### src/verilog/ucpd_rx_defines.svh
/* USB PD receive path constants */
`ifndef UCPD_RX_DEFINES_SVH
`define UCPD_RX_DEFINES_SVH

// ----------------------------------------
// Widths
// ----------------------------------------
`define UCPD_SYM_W   5          // One 4b5b line symbol
`define UCPD_NIB_W   4          // Decoded data nibble
`define UCPD_BYTE_W  8          // Assembled payload byte
`define UCPD_CNT_W   10         // Byte count, up to 1023 bytes
`define UCPD_KCODES  4          // K-codes per ordered set

// ----------------------------------------
// K-code symbols
// ----------------------------------------
// Written MSB first; bit 0 is the first bit on the line
`define UCPD_SYNC_1  5'b11000   // Startsynch #1
`define UCPD_SYNC_2  5'b10001   // Startsynch #2
`define UCPD_SYNC_3  5'b00110   // Startsynch #3
`define UCPD_RST_1   5'b00111   // Hard reset #1
`define UCPD_RST_2   5'b11001   // Hard reset #2
`define UCPD_EOP     5'b01101   // End of packet

`endif

### src/verilog/ucpd_rx_pkg.sv
/* USB PD receive types */
package ucpd_rx_pkg;

  // ----------------------------------------
  // Ordered set kind
  // ----------------------------------------
  typedef enum logic [2:0] {
    OS_SOP  = 3'd0,   // SOP
    OS_SOP1 = 3'd1,   // SOP'
    OS_SOP2 = 3'd2,   // SOP''
    OS_HRST = 3'd3,   // Hard Reset
    OS_CRST = 3'd4,   // Cable Reset
    OS_NONE = 3'd7    // No pattern reached three of four
  } ordset_kind_t;

  // ----------------------------------------
  // Receive phase
  // ----------------------------------------
  typedef enum logic [1:0] {
    PH_IDLE   = 2'd0, // Waiting for frame_start
    PH_ORDSET = 2'd1, // Collecting the four K-codes
    PH_DATA   = 2'd2  // Payload symbols until EOP
  } rx_phase_t;

endpackage

### src/verilog/ucpd_rx_symbol_shift.sv
/* Line bit to symbol shifter */
`timescale 1ns/100ps
`include "ucpd_rx_defines.svh"

module ucpd_rx_symbol_shift (
  input  logic                   ucpd_clk,
  input  logic                   ic_rst_n,
  input  logic                   bit_vld,      // One-cycle bit strobe
  input  logic                   bit_val,      // Decoded line bit
  input  logic                   frame_start,  // Next bit starts a symbol
  input  logic                   rx_idle,      // Receiver parked
  output logic                   sym_vld,      // Symbol strobe
  output logic [`UCPD_SYM_W-1:0] sym           // Completed symbol
);

  logic [`UCPD_SYM_W-1:0] shreg;               // Bits enter at the top
  logic [2:0]             bit_cnt;             // Bits held so far
  logic                   sym_done;

  assign sym_done = bit_vld && (bit_cnt == 3'(`UCPD_SYM_W - 1)); // Fifth bit arriving

  always_ff @(posedge ucpd_clk or negedge ic_rst_n)
  begin
    if (!ic_rst_n)
    begin
      bit_cnt <= '0;
      sym_vld <= 1'b0;
    end
    else
    begin
      sym_vld <= sym_done;
      if (frame_start || rx_idle)
        bit_cnt <= '0;                         // Realign on frame edge
      else if (sym_done)
        bit_cnt <= '0;
      else if (bit_vld)
        bit_cnt <= bit_cnt + 3'd1;
    end
  end

  // First bit on the line ends up in bit 0
  always_ff @(posedge ucpd_clk)
  begin
    if (bit_vld)
      shreg <= {bit_val, shreg[`UCPD_SYM_W-1:1]};
    if (sym_done)
      sym <= {bit_val, shreg[`UCPD_SYM_W-1:1]};
  end

  // Bit strobes are spaced by at least one quiet cycle
  a_bit_gap: assert property (@(posedge ucpd_clk) disable iff (!ic_rst_n)
    bit_vld |=> !bit_vld);

endmodule

### src/verilog/ucpd_rx_ordset_det.sv
/* Ordered set detector */
`timescale 1ns/100ps
`include "ucpd_rx_defines.svh"

module ucpd_rx_ordset_det
  import ucpd_rx_pkg::*;
(
  input  logic                   ucpd_clk,
  input  logic                   ic_rst_n,
  input  rx_phase_t              phase,
  input  logic                   sym_vld,
  input  logic [`UCPD_SYM_W-1:0] sym,
  output logic                   ordset_vld,     // One pulse per ordered set
  output ordset_kind_t           ordset_kind,
  output logic [2:0]             ordset_bad_idx, // 0 clean, 1..4 bad K-code, 7 none
  output logic                   ordset_3of4     // Exactly one K-code corrupted
);

  localparam int KC    = `UCPD_KCODES;
  localparam int SYM_W = `UCPD_SYM_W;
  localparam int SET_W = KC * SYM_W;

  // First K-code in the low bits
  localparam logic [SET_W-1:0] PAT_SOP  = {`UCPD_SYNC_2, `UCPD_SYNC_1, `UCPD_SYNC_1, `UCPD_SYNC_1};
  localparam logic [SET_W-1:0] PAT_SOP1 = {`UCPD_SYNC_3, `UCPD_SYNC_3, `UCPD_SYNC_1, `UCPD_SYNC_1};
  localparam logic [SET_W-1:0] PAT_SOP2 = {`UCPD_SYNC_3, `UCPD_SYNC_1, `UCPD_SYNC_3, `UCPD_SYNC_1};
  localparam logic [SET_W-1:0] PAT_HRST = {`UCPD_RST_2, `UCPD_RST_1, `UCPD_RST_1, `UCPD_RST_1};
  localparam logic [SET_W-1:0] PAT_CRST = {`UCPD_SYNC_3, `UCPD_RST_1, `UCPD_SYNC_1, `UCPD_RST_1};

  logic [SYM_W-1:0] kcode [KC-1];                // K-codes 1..3, the last one is live
  logic [1:0]       k_idx;                       // Position of the next K-code
  logic             take;
  logic             fire;                        // Last K-code on this cycle
  logic [SET_W-1:0] cur_set;
  logic [KC-1:0]    m_sop, m_sop1, m_sop2, m_hrst, m_crst;
  logic [KC-1:0]    m_sel;                       // Match vector of the winner
  ordset_kind_t     kind_nxt;
  logic [2:0]       bad_nxt;

  // Per-position compare of a received set against one pattern
  function automatic logic [KC-1:0] pos_match(input logic [SET_W-1:0] got,
                                               input logic [SET_W-1:0] pat);
    logic [KC-1:0] m;
    for (int i = 0; i < KC; i++)
      m[i] = (got[i*SYM_W +: SYM_W] == pat[i*SYM_W +: SYM_W]);
    return m;
  endfunction

  assign take = sym_vld && (phase == PH_ORDSET);
  assign fire = take && (k_idx == 2'(KC - 1));

  // ----------------------------------------
  // K-code capture
  // ----------------------------------------
  always_ff @(posedge ucpd_clk or negedge ic_rst_n)
  begin
    if (!ic_rst_n)
      k_idx <= '0;
    else if (phase != PH_ORDSET)
      k_idx <= '0;                               // Restart for every frame
    else if (take)
      k_idx <= k_idx + 2'd1;                     // Wraps after the fourth
  end

  always_ff @(posedge ucpd_clk)
  begin
    if (take && (k_idx != 2'(KC - 1)))
      kcode[k_idx] <= sym;
  end

  // ----------------------------------------
  // Three-of-four classification
  // ----------------------------------------
  always_comb
  begin
    cur_set[SET_W-1 -: SYM_W] = sym;
    for (int i = 0; i < KC - 1; i++)
      cur_set[i*SYM_W +: SYM_W] = kcode[i];
    m_sop  = pos_match(cur_set, PAT_SOP);
    m_sop1 = pos_match(cur_set, PAT_SOP1);
    m_sop2 = pos_match(cur_set, PAT_SOP2);
    m_hrst = pos_match(cur_set, PAT_HRST);
    m_crst = pos_match(cur_set, PAT_CRST);
    kind_nxt = OS_NONE;
    m_sel    = '0;
    if ($countones(m_hrst) >= 3)                 // Resets win over SOP kinds
    begin
      kind_nxt = OS_HRST;
      m_sel    = m_hrst;
    end
    else if ($countones(m_crst) >= 3)
    begin
      kind_nxt = OS_CRST;
      m_sel    = m_crst;
    end
    else if ($countones(m_sop) >= 3)
    begin
      kind_nxt = OS_SOP;
      m_sel    = m_sop;
    end
    else if ($countones(m_sop1) >= 3)
    begin
      kind_nxt = OS_SOP1;
      m_sel    = m_sop1;
    end
    else if ($countones(m_sop2) >= 3)
    begin
      kind_nxt = OS_SOP2;
      m_sel    = m_sop2;
    end
    case (m_sel)
      4'b1111: bad_nxt = 3'd0;                   // All K-codes good
      4'b1110: bad_nxt = 3'd1;
      4'b1101: bad_nxt = 3'd2;
      4'b1011: bad_nxt = 3'd3;
      4'b0111: bad_nxt = 3'd4;
      default: bad_nxt = 3'd7;                   // Nothing matched
    endcase
  end

  always_ff @(posedge ucpd_clk or negedge ic_rst_n)
  begin
    if (!ic_rst_n)
    begin
      ordset_vld     <= 1'b0;
      ordset_kind    <= OS_NONE;
      ordset_bad_idx <= 3'd0;
      ordset_3of4    <= 1'b0;
    end
    else
    begin
      ordset_vld <= fire;
      if (fire)
      begin
        ordset_kind    <= kind_nxt;
        ordset_bad_idx <= bad_nxt;
        ordset_3of4    <= ($countones(m_sel) == 3);
      end
    end
  end

  // The phase controller holds ordset until it has seen the result
  a_vld_in_ordset: assert property (@(posedge ucpd_clk) disable iff (!ic_rst_n)
    ordset_vld |-> (phase == PH_ORDSET));

endmodule

### src/verilog/ucpd_rx_phase_ctrl.sv
/* Receive phase controller */
`timescale 1ns/100ps
`include "ucpd_rx_defines.svh"

module ucpd_rx_phase_ctrl
  import ucpd_rx_pkg::*;
(
  input  logic                   ucpd_clk,
  input  logic                   ic_rst_n,
  input  logic                   frame_start,  // Preamble done
  input  logic                   rx_idle,      // Abort to idle
  input  logic                   sym_vld,
  input  logic [`UCPD_SYM_W-1:0] sym,
  input  logic                   ordset_vld,
  input  ordset_kind_t           ordset_kind,
  output rx_phase_t              phase,
  output logic                   msg_end       // EOP seen in the payload
);

  logic is_sop;                                // Ordered set opens a message
  logic eop_hit;

  assign is_sop  = (ordset_kind == OS_SOP) || (ordset_kind == OS_SOP1) ||
                   (ordset_kind == OS_SOP2);
  assign eop_hit = (phase == PH_DATA) && sym_vld && (sym == `UCPD_EOP) && !rx_idle;

  // ----------------------------------------
  // Phase FSM
  // ----------------------------------------
  always_ff @(posedge ucpd_clk or negedge ic_rst_n)
  begin
    if (!ic_rst_n)
      phase <= PH_IDLE;
    else if (rx_idle)
      phase <= PH_IDLE;
    else
    begin
      case (phase)
        PH_IDLE:
          if (frame_start)
            phase <= PH_ORDSET;
        PH_ORDSET:
          if (ordset_vld)
            phase <= is_sop ? PH_DATA : PH_IDLE; // Resets and junk carry no payload
        PH_DATA:
          if (eop_hit)
            phase <= PH_IDLE;
        default:
          phase <= PH_IDLE;
      endcase
    end
  end

  always_ff @(posedge ucpd_clk or negedge ic_rst_n)
  begin
    if (!ic_rst_n)
      msg_end <= 1'b0;
    else
      msg_end <= eop_hit;
  end

endmodule

### src/verilog/ucpd_rx_byte_asm.sv
/* Payload byte assembler */
`timescale 1ns/100ps
`include "ucpd_rx_defines.svh"

module ucpd_rx_byte_asm
  import ucpd_rx_pkg::*;
(
  input  logic                    ucpd_clk,
  input  logic                    ic_rst_n,
  input  rx_phase_t               phase,
  input  logic                    frame_start,
  input  logic                    rx_idle,
  input  logic                    sym_vld,
  input  logic [`UCPD_SYM_W-1:0]  sym,
  input  logic                    byte_rdy,
  output logic                    byte_vld,
  output logic [`UCPD_BYTE_W-1:0] byte_data,
  output logic                    rx_ovrflow,   // Untaken byte overwritten
  output logic [`UCPD_CNT_W-1:0]  byte_cnt      // Bytes in this message
);

  logic [`UCPD_NIB_W-1:0] nib;                  // Decoded current symbol
  logic [`UCPD_NIB_W-1:0] lo_nib;               // Held low half
  logic                   hi_pend;              // Low half waiting for its pair
  logic                   data_stb;
  logic                   byte_done;            // Second nibble on this cycle

  // 4b5b data table, anything else reads as zero
  function automatic logic [`UCPD_NIB_W-1:0] dec_4b5b(input logic [`UCPD_SYM_W-1:0] s);
    case (s)
      5'b11110: return 4'h0;
      5'b01001: return 4'h1;
      5'b10100: return 4'h2;
      5'b10101: return 4'h3;
      5'b01010: return 4'h4;
      5'b01011: return 4'h5;
      5'b01110: return 4'h6;
      5'b01111: return 4'h7;
      5'b10010: return 4'h8;
      5'b10011: return 4'h9;
      5'b10110: return 4'hA;
      5'b10111: return 4'hB;
      5'b11010: return 4'hC;
      5'b11011: return 4'hD;
      5'b11100: return 4'hE;
      5'b11101: return 4'hF;
      default:  return 4'h0;                    // K-codes and bad codes
    endcase
  endfunction

  assign nib       = dec_4b5b(sym);
  assign data_stb  = sym_vld && (phase == PH_DATA) && !rx_idle;
  assign byte_done = data_stb && hi_pend;

  // ----------------------------------------
  // Nibble pairing
  // ----------------------------------------
  always_ff @(posedge ucpd_clk or negedge ic_rst_n)
  begin
    if (!ic_rst_n)
      hi_pend <= 1'b0;
    else if (rx_idle || frame_start || (phase != PH_DATA))
      hi_pend <= 1'b0;                          // Odd nibble is dropped
    else if (data_stb)
      hi_pend <= !hi_pend;
  end

  always_ff @(posedge ucpd_clk)
  begin
    if (data_stb && !hi_pend)
      lo_nib <= nib;                            // First nibble is the low half
    if (byte_done)
      byte_data <= {nib, lo_nib};
  end

  // ----------------------------------------
  // Output handshake and count
  // ----------------------------------------
  always_ff @(posedge ucpd_clk or negedge ic_rst_n)
  begin
    if (!ic_rst_n)
    begin
      byte_vld   <= 1'b0;
      rx_ovrflow <= 1'b0;
      byte_cnt   <= '0;
    end
    else
    begin
      rx_ovrflow <= byte_done && byte_vld && !byte_rdy;
      if (byte_done)
        byte_vld <= 1'b1;                       // New byte replaces any held one
      else if (byte_rdy)
        byte_vld <= 1'b0;
      if (frame_start || rx_idle)
        byte_cnt <= '0;
      else if (byte_done)
        byte_cnt <= byte_cnt + 1'b1;
    end
  end

  // Held byte stays put until taken, unless overrun
  a_hold_stable: assert property (@(posedge ucpd_clk) disable iff (!ic_rst_n)
    (byte_vld && !byte_rdy) |=> byte_vld && ($stable(byte_data) || rx_ovrflow));

endmodule

### src/verilog/ucpd_rx_top.sv
/* USB PD receive path top */
`timescale 1ns/100ps

module ucpd_rx_top
  import ucpd_rx_pkg::*;
(
  input  logic         ucpd_clk,
  input  logic         ic_rst_n,
  input  logic         bit_vld,        // Decoded bit strobe
  input  logic         bit_val,
  input  logic         frame_start,    // End of preamble
  input  logic         rx_idle,        // Abort and park
  input  logic         byte_rdy,
  output logic         ordset_vld,
  output ordset_kind_t ordset_kind,
  output logic [2:0]   ordset_bad_idx,
  output logic         ordset_3of4,
  output logic         byte_vld,
  output logic [7:0]   byte_data,
  output logic         rx_ovrflow,
  output logic [9:0]   byte_cnt,
  output logic         msg_end
);

  // ----------------------------------------
  // Internal links
  // ----------------------------------------
  logic       sym_vld;                 // Symbol strobe to all consumers
  logic [4:0] sym;
  rx_phase_t  phase;

  ucpd_rx_symbol_shift u_shift (
    .ucpd_clk   (ucpd_clk),
    .ic_rst_n   (ic_rst_n),
    .bit_vld    (bit_vld),
    .bit_val    (bit_val),
    .frame_start(frame_start),
    .rx_idle    (rx_idle),
    .sym_vld    (sym_vld),
    .sym        (sym)
  );

  ucpd_rx_ordset_det u_ordset (
    .ucpd_clk      (ucpd_clk),
    .ic_rst_n      (ic_rst_n),
    .phase         (phase),
    .sym_vld       (sym_vld),
    .sym           (sym),
    .ordset_vld    (ordset_vld),
    .ordset_kind   (ordset_kind),
    .ordset_bad_idx(ordset_bad_idx),
    .ordset_3of4   (ordset_3of4)
  );

  ucpd_rx_phase_ctrl u_phase (
    .ucpd_clk   (ucpd_clk),
    .ic_rst_n   (ic_rst_n),
    .frame_start(frame_start),
    .rx_idle    (rx_idle),
    .sym_vld    (sym_vld),
    .sym        (sym),
    .ordset_vld (ordset_vld),
    .ordset_kind(ordset_kind),
    .phase      (phase),
    .msg_end    (msg_end)
  );

  ucpd_rx_byte_asm u_bytes (
    .ucpd_clk   (ucpd_clk),
    .ic_rst_n   (ic_rst_n),
    .phase      (phase),
    .frame_start(frame_start),
    .rx_idle    (rx_idle),
    .sym_vld    (sym_vld),
    .sym        (sym),
    .byte_rdy   (byte_rdy),
    .byte_vld   (byte_vld),
    .byte_data  (byte_data),
    .rx_ovrflow (rx_ovrflow),
    .byte_cnt   (byte_cnt)
  );

endmodule

### config.mk
export PLATFORM = sky130hd
export DESIGN_NAME = ucpd_rx_top
export DESIGN_NICKNAME = d
export VERILOG_FILES = /design/src/verilog/ucpd_rx_pkg.sv /design/src/verilog/ucpd_rx_symbol_shift.sv /design/src/verilog/ucpd_rx_ordset_det.sv /design/src/verilog/ucpd_rx_phase_ctrl.sv /design/src/verilog/ucpd_rx_byte_asm.sv /design/src/verilog/ucpd_rx_top.sv
export VERILOG_INCLUDE_DIRS = /design/src /design/src/verilog
export SDC_FILE = /design/constraint.sdc
export NUM_CORES = 1
export LEC_CHECK = 0
export BUFFER_PORTS_ARGS = -buffer_cell sky130_fd_sc_hd__buf_2
export CAP_MARGIN = 20
export CORE_AREA = 4 4 116 74
export CTS_CLUSTER_SIZE = 10
export DETAILED_ROUTE_END_ITERATION = 7
export DIE_AREA = 0 0 120 78
export GPL_TIMING_DRIVEN = 0
export PLACE_DENSITY = 0.78
export SLEW_MARGIN = 40
export SYNTH_ARGS = -nofsm -noshare
export SYNTH_HDL_FRONTEND = slang
export SYNTH_SLANG_ARGS = --single-unit
### constraint.sdc
create_clock -name ucpd_clk -period 12.4 [get_ports ucpd_clk]
set_input_delay 0.62 -clock ucpd_clk [delete_from_list [all_inputs] [get_ports ucpd_clk]]
set_output_delay 0.62 -clock ucpd_clk [all_outputs]
set_load 0.005 [all_outputs]
Word-level counts from Yosys, hierarchy flattened. Memories as Yosys holds them, arrays and structs flattened. A register that Yosys moved wholly into a read port is not among the register bits. Index checks and enable logic that the tools add are counted.

Bits of input ports: 7. Bits in registers: 52. ROM bits: 128. Memory bits (writable): 15. Memories kept: 2. Bits in latches: 0. Output and inout port bits: 29. Word-level logic and storage cells: 132.

Memory list: (no name shown) (words 32, bits a word 4, read ports 1, clocked after Yosys merged registers in 1, wr ports 0, RTL line ucpd_rx_byte_asm.sv:30) `case (s)`; u_ordset.kcode (words 3, bits a word 5, read ports 3, clocked after Yosys merged registers in 0, wr ports 1, RTL line ucpd_rx_ordset_det.sv:30) `logic [SYM_W-1:0] kcode [KC-1];`.

Multiplexer cells: 31. Equality and inequality tests: 30. $mul: 0. Divide/modulo/power cells: 0. $add $sub $neg: 20. Shift operators: 0. Bitwise gates (word level): 0. Order comparisons: 5. Reductions and logical operators: 27.

Operators by type and width (count): 32-bit adder (6); 32-bit by 3-bit greater-or-equal comparator with 1-bit output (second input constant) (5); 32-bit by 3-bit == test with 1-bit output (second input constant) (1); 5-bit by 3-bit == test with 1-bit output (second input constant) (6); 5-bit == test (second input constant) (5); 3-bit 2-to-1 mux (8); 1-bit by 1-bit adder with 2-bit output (11); 10-bit 2-to-1 mux (2); 4-bit 2-to-1 mux (5); 4-bit == test (second input constant) (4); 3-bit one-hot mux with 5 select lines (1); 2-bit 2-to-1 mux (7); 1-bit logical AND (12); 10-bit by 1-bit adder with 10-bit output (second input constant) (1); 2-bit nonzero test (4); 1-bit 2-to-1 mux (6); 3-bit inequality test (second input constant) (2); 2-bit one-hot mux with 3 select lines (1); 5-bit by 4-bit == test with 1-bit output (second input constant) (1); 5-bit 2-to-1 mux (1); 2-bit == test (second input constant) (2); 4-bit by 3-bit == test with 1-bit output (second input constant) (1); 1-bit logical OR (4); 2-bit inequality test (second input constant) (2); other kinds (13) (15).

Logic depth before layout (Yosys ltp). Gate-level depths: netlist (run 1). An unclocked memory read counts as a cell.

Depth after elaboration: 13. Gate-level depth with buffers: 16. Mapped depth without buffers: 16.

Cells and area by module. Synthesis (run 1) repeated with hierarchy kept, for this count alone.

Cells, all modules: 304. Area, all modules: 3537.1 µm².

Modules (own cells, without submodules): ucpd_rx_ordset_det (seq. area each 704.4 µm², area an instance 1755.4 µm², instances 1, cells an instance 161); ucpd_rx_byte_asm (seq. area each 685.7 µm², area an instance 1149.9 µm², instances 1, cells an instance 100); ucpd_rx_symbol_shift (seq. area each 370.4 µm², area an instance 480.5 µm², instances 1, cells an instance 27); ucpd_rx_phase_ctrl (seq. area each 75.1 µm², area an instance 151.4 µm², instances 1, cells an instance 16).

Worst setup path after synthesis (run 1). OpenSTA, ideal clock, no wires.

Kind: reg-to-reg. Start: reg u_shift.sym[4]. End: reg u_ordset.ordset_3of4. Setup slack: 8420 ps. Library setup time: 96 ps. Data arrival time: 3884 ps. Clock period less this slack: 3980 ps. Buffers on the path: 0. Data required time: 12304 ps. Stages on the path, launching flop included: 15. Cells stage by stage: edfxtp_1 > nand2b_4 > nor4b_4 > ha_1 > ha_1 > fa_1 > a21oi_2 > nand2_1 > a2111o_1 > nand3_1 > ha_1 > ha_1 > fa_1 > nand2_1 > o31ai_1.

Longest elaborated chain between the ends: 12. Elaborated cells between the ends (all ways): 27. Classes of those cells: add/sub: 13; order compare: 5; eq/ne: 4; mux: 5.

Ends and longest elaborated chain: from (decl) (RTL line ucpd_rx_symbol_shift.sv:13) `` output logic [`UCPD_SYM_W-1:0] sym ``; from (signal assigned) (RTL line ucpd_rx_symbol_shift.sv:47) `` sym <= {bit_val, shreg[`UCPD_SYM_W-1:1]}; ``; 5-bit by 3-bit == test with 1-bit output (RTL line ucpd_rx_ordset_det.sv:45) `m[i] = (got[i*SYM_W +: SYM_W] == pat[i*SYM_W +: SYM_W]);`; 1-bit by 1-bit adder with 2-bit output (not written as such) (RTL line ucpd_rx_ordset_det.sv:106) `else if ($countones(m_sop2) >= 3)`; 32-bit adder (not written as such) (RTL line ucpd_rx_ordset_det.sv:106); 32-bit by 3-bit greater-or-equal comparator with 1-bit output (RTL line ucpd_rx_ordset_det.sv:106); 4-bit 2-to-1 mux (RTL line ucpd_rx_ordset_det.sv:106); 4-bit 2-to-1 mux (RTL line ucpd_rx_ordset_det.sv:101) `else if ($countones(m_sop1) >= 3)`; 4-bit 2-to-1 mux (RTL line ucpd_rx_ordset_det.sv:96) `else if ($countones(m_sop) >= 3)`; 4-bit 2-to-1 mux (RTL line ucpd_rx_ordset_det.sv:91) `else if ($countones(m_crst) >= 3)`; 4-bit 2-to-1 mux (*) (RTL line ucpd_rx_ordset_det.sv:86) `if ($countones(m_hrst) >= 3)`; 1-bit by 1-bit adder with 2-bit output (not written as such) (RTL line ucpd_rx_ordset_det.sv:137) `ordset_3of4 <= ($countones(m_sel) == 3);`; 32-bit adder (not written as such) (*) (RTL line ucpd_rx_ordset_det.sv:137); 32-bit by 3-bit == test with 1-bit output (*) (RTL line ucpd_rx_ordset_det.sv:137); to (signal assigned) (RTL line ucpd_rx_ordset_det.sv:137); to (decl) (RTL line ucpd_rx_ordset_det.sv:16) `output logic ordset_3of4`.

Every way passes the cells marked *; elsewhere a longest branch is shown, timed or not. A chain may end at the register's enable or synchronous reset.

Final worst setup path (run 1). Same ends and word-level chain as after synthesis.

==> flow_summary.rst, run 1 <==
.. list-table::
   :header-rows: 1

   * - Metric
     - Value
   * - Result of the run
     - finished clean
   * - Share of cells above drive strength 1
     - 0.206
   * - Prevailing post-synth register cell
     - edfxtp_1
   * - Placer Congestion
     - 0.783
   * - Placeable core area
     - 0.00760 mm2
   * - TritonCTS buffer count
     - 9
   * - Resize count post-CTS
     - 0
   * - Aggregate global-route resource usage
     - 0.169
   * - Clk buf depth
     - 2
   * - Minimum clock period after layout
     - 4.48 ns
   * - Highest clock frequency the design can meet
     - 223 MHz
   * - Commonest non-fill, non-tap cell in the layout
     - buf_2
   * - Unrepaired setup endpoints after global routing
     - no
   * - Count of different cell masters after synthesis
     - 53
   * - Clk sinks
     - 70
   * - Die span in x
     - 120 um
   * - Type of the worst setup path
     - flip-flop to flip-flop
   * - Worst flop-to-flop path endpoint
     - u_ordset.ordset_3of4
   * - Internal power
     - 0.463 mW
   * - Worst voltage drop across the vdd grid
     - 93.8 uV
   * - Deepest level of the CTS H-tree
     - 3
   * - Starting DRT DRC Count
     - 184
   * - Count of standard-cell rows
     - 25
   * - Source-to-sink clock delay at the later pin of the worst-skew pair
     - 0.34 ns
   * - Yosys synthesis warning count
     - 0
   * - Grt ovf
     - 0
   * - Maximum number of pins on one net before global-route repair
     - 31
   * - Layout area overhead
     - 18.2%
   * - Setup TNS
     - 0 ns
   * - Commonest cells after routing, fill and taps aside
     - 37 x buf_2, 36 x edfxtp_1, 32 x ha_1, 27 x dfrtp_1, 26 x nor2_1
   * - Setup fix buffers added after clock tree synthesis
     - 0
   * - Clock tree from TritonCTS
     - yes
   * - Number of flops mapped to enable cells by yosys
     - 36
   * - Post-synthesis cell type with the largest combined area
     - edfxtp_1
   * - Initial core utilization
     - 0.485
   * - Sequential area share after synthesis
     - 0.520
   * - Period utilisation layout
     - 0.361
   * - Main area contributors after synthesis
     - edfxtp_1 29%, dfrtp_1 18%, ha_1 11%, fa_1 2.7%, mux2i_1 2.7%
   * - Number of max-capacitance violations reported
     - 0
   * - Sw Ratio
     - 0.177
   * - Final number of hold-violating endpoints
     - 0
   * - Total number of vias
     - 2478
   * - Hpwl dp
     - 5.35 mm
   * - Leakage power of the design
     - 1.97 nW
   * - Total standard cell area after synthesis
     - 0.00368 mm2
   * - Drt total wl
     - 7.23 mm
   * - Flop2flop setup slack
     - 7.92 ns
   * - Yosys top cell area share
     - 0.293
   * - Count of cells along the worst register-to-register path
     - 14
   * - Count of hold-fix buffers inserted at cts
     - 0
   * - Combinational share of power
     - 0.013
   * - Syn Inst Count
     - 303
   * - Critical register-to-register path startpoint
     - u_shift.sym[4]
   * - CTS Root Buffer Type
     - clkbuf_16
   * - Clk pwr share
     - 0.548
   * - Share of flip-flops with an asynchronous set or reset after synthesis
     - 0.429
   * - Hold Path Class
     - input port to async pin
   * - Critical Path Sink Type
     - flip-flop
   * - Power Total
     - 0.562 mW
   * - Worst-Margin Slew
     - 0.666 ns
   * - Type of origin of the critical path
     - flip-flop
   * - Number of diodes added for antenna fixing
     - 0
   * - Power per cell area
     - 129 mW/mm2
   * - Total iterations of the first detailed-routing run
     - 4
   * - Ratio of routed vias to standard cells
     - 5.36
   * - Mean routed wirelength per cell
     - 15.7 um
   * - Count of final setup violators
     - 0
   * - Skew final
     - 0.00519 ns
   * - Worst slew margin relative to its limit
     - 0.556
   * - Number of primary I/O pins
     - 36
   * - Number of antenna violations at the first check in global routing
     - 0
   * - Count of input and output buffers
     - 35
   * - Part of the power in registers
     - 0.438
   * - Max Fanout on Critical Path
     - 9
   * - Switching power total
     - 0.0996 mW
   * - Remaining number of nets flagged by the antenna check after routing
     - 0
   * - Data required time at the worst endpoint
     - 12.64 ns
   * - CP Data Arrival Time
     - 4.72 ns
   * - Die Span Y
     - 78 um
   * - Number of global-route vias before repair
     - 2426
   * - Synthesized netlist net count
     - 347
   * - Mean post-synth cell area
     - 12.2 um2
   * - CTS clock-pin slew for the worst setup and hold paths
     - 0.05 ns
   * - Number of nets in the layout
     - 393
   * - Number of slew-limit violations in the final report
     - 0
   * - DRC violations left
     - 0
   * - Die footprint
     - 0.00936 mm2
   * - Global-route wire length before repair
     - 12.0 mm
   * - Count of state elements after synthesis
     - 70
==> synth_stat cells (all sizes together), types with 2 or more instances <==
cell type and instances:
mux2i 10, a2111o 2, a31oi 4, a211oi 3, fa 5, nand4bb 2, and2 4, or2 2
a221oi 2, a22oi 3, nor4b 3, nand3 15, nor2 26, nand4 5, dfrtp 27, nor4 2
o21ai 6, nand3b 2, ha 32, xor2 5, inv 14, dfxtp 4, nor3b 2, a21o 4
nor2b 5, edfxtp 36, xnor2 8, nor4bb 3, dfstp 3, buf 3, a21oi 12, nand2 20
nand2b 5, nor3 8, and4b 2, o2111ai 2, and3 5
==> cells by family after synthesis <==
family	after synthesis	share of synthesized area
simple gates	113	0.185
flops	70	0.520
compound gates	41	0.0774
fa+ha+maj	37	0.136
buf+inv	18	0.0207
xor+xnor	13	0.0309
mux	11	0.0302
==> how the worst max path moves through the flow <==
stage                    from  depth (start not counted)  slack, ns                    to
2_1_floorplan  u_shift.sym[4]                         14       8.42  u_ordset.ordset_3of4
3_3_place_gp   u_shift.sym[4]                         14       8.06  u_ordset.ordset_3of4
3_5_place_dp   u_shift.sym[4]                         14       7.96  u_ordset.ordset_3of4
4_1_cts        u_shift.sym[4]                         14       7.91  u_ordset.ordset_3of4
5_1_grt        u_shift.sym[4]                         14       7.65  u_ordset.ordset_3of4
6_report       u_shift.sym[4]                         14       7.92  u_ordset.ordset_3of4
==> through the flow <==
step	setup slack (ns)	cell area, um2	std cells	utilization	hold WS, ns
after floorplan	8.42	3680	303	-	0.324
after global placement	8.06	3990	446	0.525	0.403
after detailed placement	7.96	3990	446	0.525	0.405
after CTS	7.91	4360	462	0.573	0.340
after global routing	7.65	4360	462	0.573	0.370
final	7.92	4360	462	0.573	0.319
==> power groups by stage <==
stage          logic (mW)  clock network (mW)  registers (mW)
2_1_floorplan     0.00310                   0           0.250
3_3_place_gp      0.00762                   0           0.251
3_5_place_dp      0.00778                   0           0.251
4_1_cts           0.00784               0.313           0.246
5_1_grt           0.00879               0.326           0.247
6_report          0.00756               0.308           0.247
==> state kept, by name, indices dropped and copies added (netlist names) <==
register                 flops
u_shift.sym                  5
u_ordset.ordset_kind         3
u_ordset.k_idx               2
u_bytes.nib                  4
u_ordset.ordset_bad_idx      3
u_bytes.lo_nib               4
u_shift.sym_vld              1
u_bytes.hi_pend              1
u_bytes.byte_data            8
u_ordset.ordset_3of4         1
u_shift.shreg                4
u_phase.msg_end              1
u_bytes.rx_ovrflow           1
u_ordset.kcode              15
u_phase.phase                2
u_shift.bit_cnt              3
u_bytes.byte_vld             1
u_bytes.byte_cnt            10
u_ordset.ordset_vld          1
==> cell type report <==
cell class / count / area, um2
fill: 622 / 3250
sequential: 70 / 1920
multi-input combinational: 215 / 1690
clock buffer: 9 / 225
timing repair buffer: 35 / 175
clock inverter: 7 / 136
tap: 108 / 135
inverter: 14 / 55.1
buffer: 4 / 21.3
==> critical path, cell delays in order (launching register included) <==
cell and delay, ns:
edfxtp_1 0.52, nand2b_4 0.22, nor4b_4 0.40, ha_1 0.31, ha_1 0.21, fa_1 0.46, a21oi_2 0.33, nand2_1 0.20
a2111o_1 0.40, nand3_1 0.13, ha_1 0.25, ha_1 0.22, fa_1 0.49, nand2_1 0.05, o31ai_1 0.19
==> layer usage <==
metal  share of wire  vias to the layer above  track usage  wire length (um)
met1            0.50                     1204        0.242              3580
met3           0.067                        8       0.0634               483
li1                -                     1204            -                 -
met2            0.43                       62        0.234              3110
met4          0.0080                        0       0.0571                58
met5               0                        -            0                 0
(Power assumes the default switching activity.)
==> run 2: changes to the inputs <==
--- a/config.mk
+++ b/config.mk
@@ -13,7 +13,7 @@
 export DETAILED_ROUTE_END_ITERATION = 7
 export DIE_AREA = 0 0 120 78
 export GPL_TIMING_DRIVEN = 0
-export PLACE_DENSITY = 0.78
+export PLACE_DENSITY = 0.81
 export SLEW_MARGIN = 40
 export SYNTH_ARGS = -nofsm -noshare
 export SYNTH_HDL_FRONTEND = slang
==> constraint.sdc (replaced) <==
create_clock -name ucpd_clk -period 3.62 [get_ports ucpd_clk]
set_input_delay 0.181 -clock ucpd_clk [delete_from_list [all_inputs] [get_ports ucpd_clk]]
set_output_delay 0.181 -clock ucpd_clk [all_outputs]
set_load 0.005 [all_outputs]
==> run 2 against run 1 <==
  * The run now ends with setup timing left
  * Critical endpoint unchanged
  * Via count is 7.1% higher
  * Non-clock buffer count up 35
  * Clock power rose to 3.4 times the previous value
  * Global-route usage increased by 2.0 points
  * Flip-flop and latch count did not move
==> flow_summary.rst, run 2 (same netlist as run 1, synthesis figures left out) <==
.. list-table::
   :header-rows: 1

   * - Metric
     - Value
   * - Starting DRT DRC Count
     - 161 (-13%)
   * - Number of diodes added for antenna fixing
     - 0 (unchanged)
   * - CTS clock-pin slew for the worst setup and hold paths
     - 0.06 ns (about the same)
   * - Data required time at the worst endpoint
     - 3.86 ns (-8.78 ns)
   * - TritonCTS buffer count
     - 9 (unchanged)
   * - Drt total wl
     - 8.21 mm (+14%)
   * - CP most frequent cell
     - ha_1
   * - Hpwl dp
     - 5.41 mm (+1.1%)
   * - Minimum clock period after layout
     - 3.97 ns (-0.513 ns)
   * - Flip-flop count of the largest register, all copies and words added
     - 15 (unchanged)
   * - Layout area overhead
     - 30.9%
   * - Maximum number of pins on one net before global-route repair
     - 31 (unchanged)
   * - Buffer and inverter count on the worst path
     - 2 (+2)
   * - Number of primary I/O pins
     - 36 (unchanged)
   * - Clk sinks
     - 70 (unchanged)
   * - Crit-path leading delay family
     - adder cells
   * - Critical Path Sink Type
     - flip-flop
   * - Clk buf depth
     - 2 (unchanged)
   * - Number of antenna violations at the first check in global routing
     - 0 (unchanged)
   * - CP Data Arrival Time
     - 4.20 ns (-0.52 ns)
   * - Setup TNS
     - -0.651 ns (-0.651 ns)
   * - Ratio of routed vias to standard cells
     - 5.34 (-0.48%)
   * - Cells traversed along the worst timing path
     - buf_6 -> nand2b_4 -> nor4b_4 -> ha_1 -> ha_2 -> fa_2 -> a21oi_4 -> nand3_2 -> mux2i_2 -> o21ai_2 -> ha_1 -> inv_2 -> ha_4 -> fa_1 -> nand2_1 -> o31ai_1
   * - Worst slew margin relative to its limit
     - 0.539 (-0.0173)
   * - Maximum single-stage delay on the critical path
     - 0.47 ns (-0.05 ns)
   * - Number of max-capacitance violations reported
     - 0 (unchanged)
   * - Leakage power of the design
     - 2.16 nW (+9.6%)
   * - Commonest non-fill, non-tap cell in the layout
     - buf_2
   * - Post-route insts no fill
     - 497 (+7.6%)
   * - Grt met2 use
     - 0.276 (+0.0420)
   * - Result of the run
     - complete, but fails checks
   * - Period utilisation layout
     - 1.10 (+0.735)
   * - GR Util met3
     - 0.0568 (-0.00655)
   * - Die span in x
     - 120 um (unchanged)
   * - Violated checks
     - setup timing
   * - Power per cell area
     - 399 mW/mm2 (+210%)
   * - Aggregate global-route resource usage
     - 0.189 (+0.0204)
   * - Skew final
     - 0.00537 ns (+0.000180 ns)
   * - Share of cells above drive strength 1
     - 0.344 (+0.138)
   * - Global-route wire length before repair
     - 13.8 mm (+15%)
   * - Mean routed wirelength per cell
     - 16.5 um (+5.6%)
   * - Commonest cells after routing, fill and taps aside
     - 37 x buf_2, 36 x edfxtp_1, 34 x buf_4, 27 x dfrtp_1, 26 x ha_1
   * - Max Fanout on Critical Path
     - 4 (-5)
   * - DRC violations left
     - 0 (unchanged)
   * - Type of the worst setup path
     - flip-flop to flip-flop
   * - Deepest level of the CTS H-tree
     - 3 (unchanged)
   * - Number of nets in the layout
     - 428 (+8.9%)
   * - Final number of hold-violating endpoints
     - 0 (unchanged)
   * - Final hold slack
     - 0.0516 ns (-0.268 ns)
   * - Number of slew-limit violations in the final report
     - 0 (unchanged)
   * - Highest clock frequency the design can meet
     - 252 MHz (+13%)
   * - Total iterations of the first detailed-routing run
     - 4 (unchanged)
   * - Placer Congestion
     - 0.857 (+9.5%)
   * - Count of final setup violators
     - 4 (+4)
   * - Initial core utilization
     - 0.485 (unchanged)
   * - Placeable core area
     - 0.00760 mm2 (unchanged)
   * - Remaining number of nets flagged by the antenna check after routing
     - 0 (unchanged)
   * - Worst voltage drop across the vdd grid
     - 382 uV (+310%)
   * - Count of input and output buffers
     - 35 (unchanged)
   * - Count of standard-cell rows
     - 25 (unchanged)
   * - Die footprint
     - 0.00936 mm2 (unchanged)
   * - Worst slack at placement
     - -0.660 ns (-8.62 ns)
   * - Fillers
     - 563 (-9.5%)
   * - Grt ovf
     - 0 (unchanged)
   * - Worst-Margin Slew
     - 0.691 ns (+0.0259 ns)
   * - M1 GR Usage
     - 0.272 (+0.0303)
   * - Post-route cell area
     - 0.00482 mm2 (+11%)
   * - Unrepaired setup endpoints after global routing
     - yes
   * - Number of global-route vias before repair
     - 2696 (+11%)
   * - Source-to-sink clock delay at the later pin of the worst-skew pair
     - 0.33 ns (about the same)
   * - CTS Root Buffer Type
     - clkbuf_16
   * - Cell with the biggest individual delay on the critical path
     - fa_1
   * - Total number of vias
     - 2653 (+7.1%)
   * - Busiest layer in global routing
     - met2
   * - Type of origin of the critical path
     - flip-flop
   * - Cell Area, Placed
     - 0.00402 mm2 (+0.63%)
   * - Clock tree from TritonCTS
     - yes
   * - Setup ws final
     - -0.349 ns (-8.27 ns)
   * - Largest regs
     - u_ordset.kcode x15, u_bytes.byte_cnt x10, u_bytes.byte_data x8
   * - Hold Path Class
     - input port to flip-flop
   * - Die Span Y
     - 78 um (unchanged)
   * - Register name with the most flops
     - u_ordset.kcode
   * - Number of placed instances with taps included
     - 446 (unchanged)
-- run 2: cell count changes in the layout (fill, tap and decap cells not counted), moves of 3 or more --
cell and delta:
buf_4 +33, ha_1 -6, a21oi_1 -4, ha_4 +4
nand3_1 -3, nand3_2 +3
-- run 2: layout make-up --
cell class | instances | area (um2) | area share
flip-flops and latches | 70 | 1920 | 0.397
multi-input cells | 215 | 1890 | 0.392
repair buffers | 70 | 444 | 0.0921
clock buffers | 9 | 225 | 0.0467
clock inverters | 7 | 136 | 0.0283
well taps | 108 | 135 | 0.0280
inverters | 14 | 55.1 | 0.0114
plain buffers | 4 | 21.3 | 0.00441
-- run 2: power by group --
| part | internal (mW) | switching, mW |
|---|---|---|
| Combinational | 0.00915 | 0.0180 |
| Clock | 0.738 | 0.315 |
| Sequential | 0.839 | 0.00562 |
| Total | 1.59 | 0.339 |
-- run 2: through the flow --
stage	total power, mW	util
after floorplan	0.869	-
after global placement	0.885	0.529
after detailed placement	0.886	0.529
after CTS	1.94	0.612
after global routing	1.99	0.634
final	1.92	0.634
-- run 2: final timing paths --
| path | cells past startpoint | from | end | slack [ns] |
|---|---|---|---|---|
| min | 2 | frame_start | u_bytes.byte_cnt[1] | 0.05 |
| max | 16 | u_shift.sym[2] | u_ordset.ordset_3of4 | -0.35 |
| max reg2reg | 16 | u_shift.sym[2] | u_ordset.ordset_3of4 | -0.35 |
| max in group asynchronous | 2 | ic_rst_n | u_shift.bit_cnt[1] | 2.74 |
| min reg2reg | 0 | u_bytes.lo_nib[1] | u_bytes.byte_data[1] | 0.42 |
| min in group asynchronous | 2 | ic_rst_n | u_bytes.hi_pend | 0.43 |
-- run 2: timing repair --
action	4_1_cts	5_1_grt
hold endpoints to repair	27	0
hold buffers	1	0
cloned	0	0
setup endpoints to repair	4	4
gates resized for setup	15	19
pin swaps	14	9
buffers inserted	24	10
-- run 2: layer usage --
metal | part of all wire | vias up
met3 | 0.060 | 15
met2 | 0.45 | 74
met1 | 0.47 | 1292
li1 | - | 1272
met4 | 0.019 | 0
met5 | 0 | -
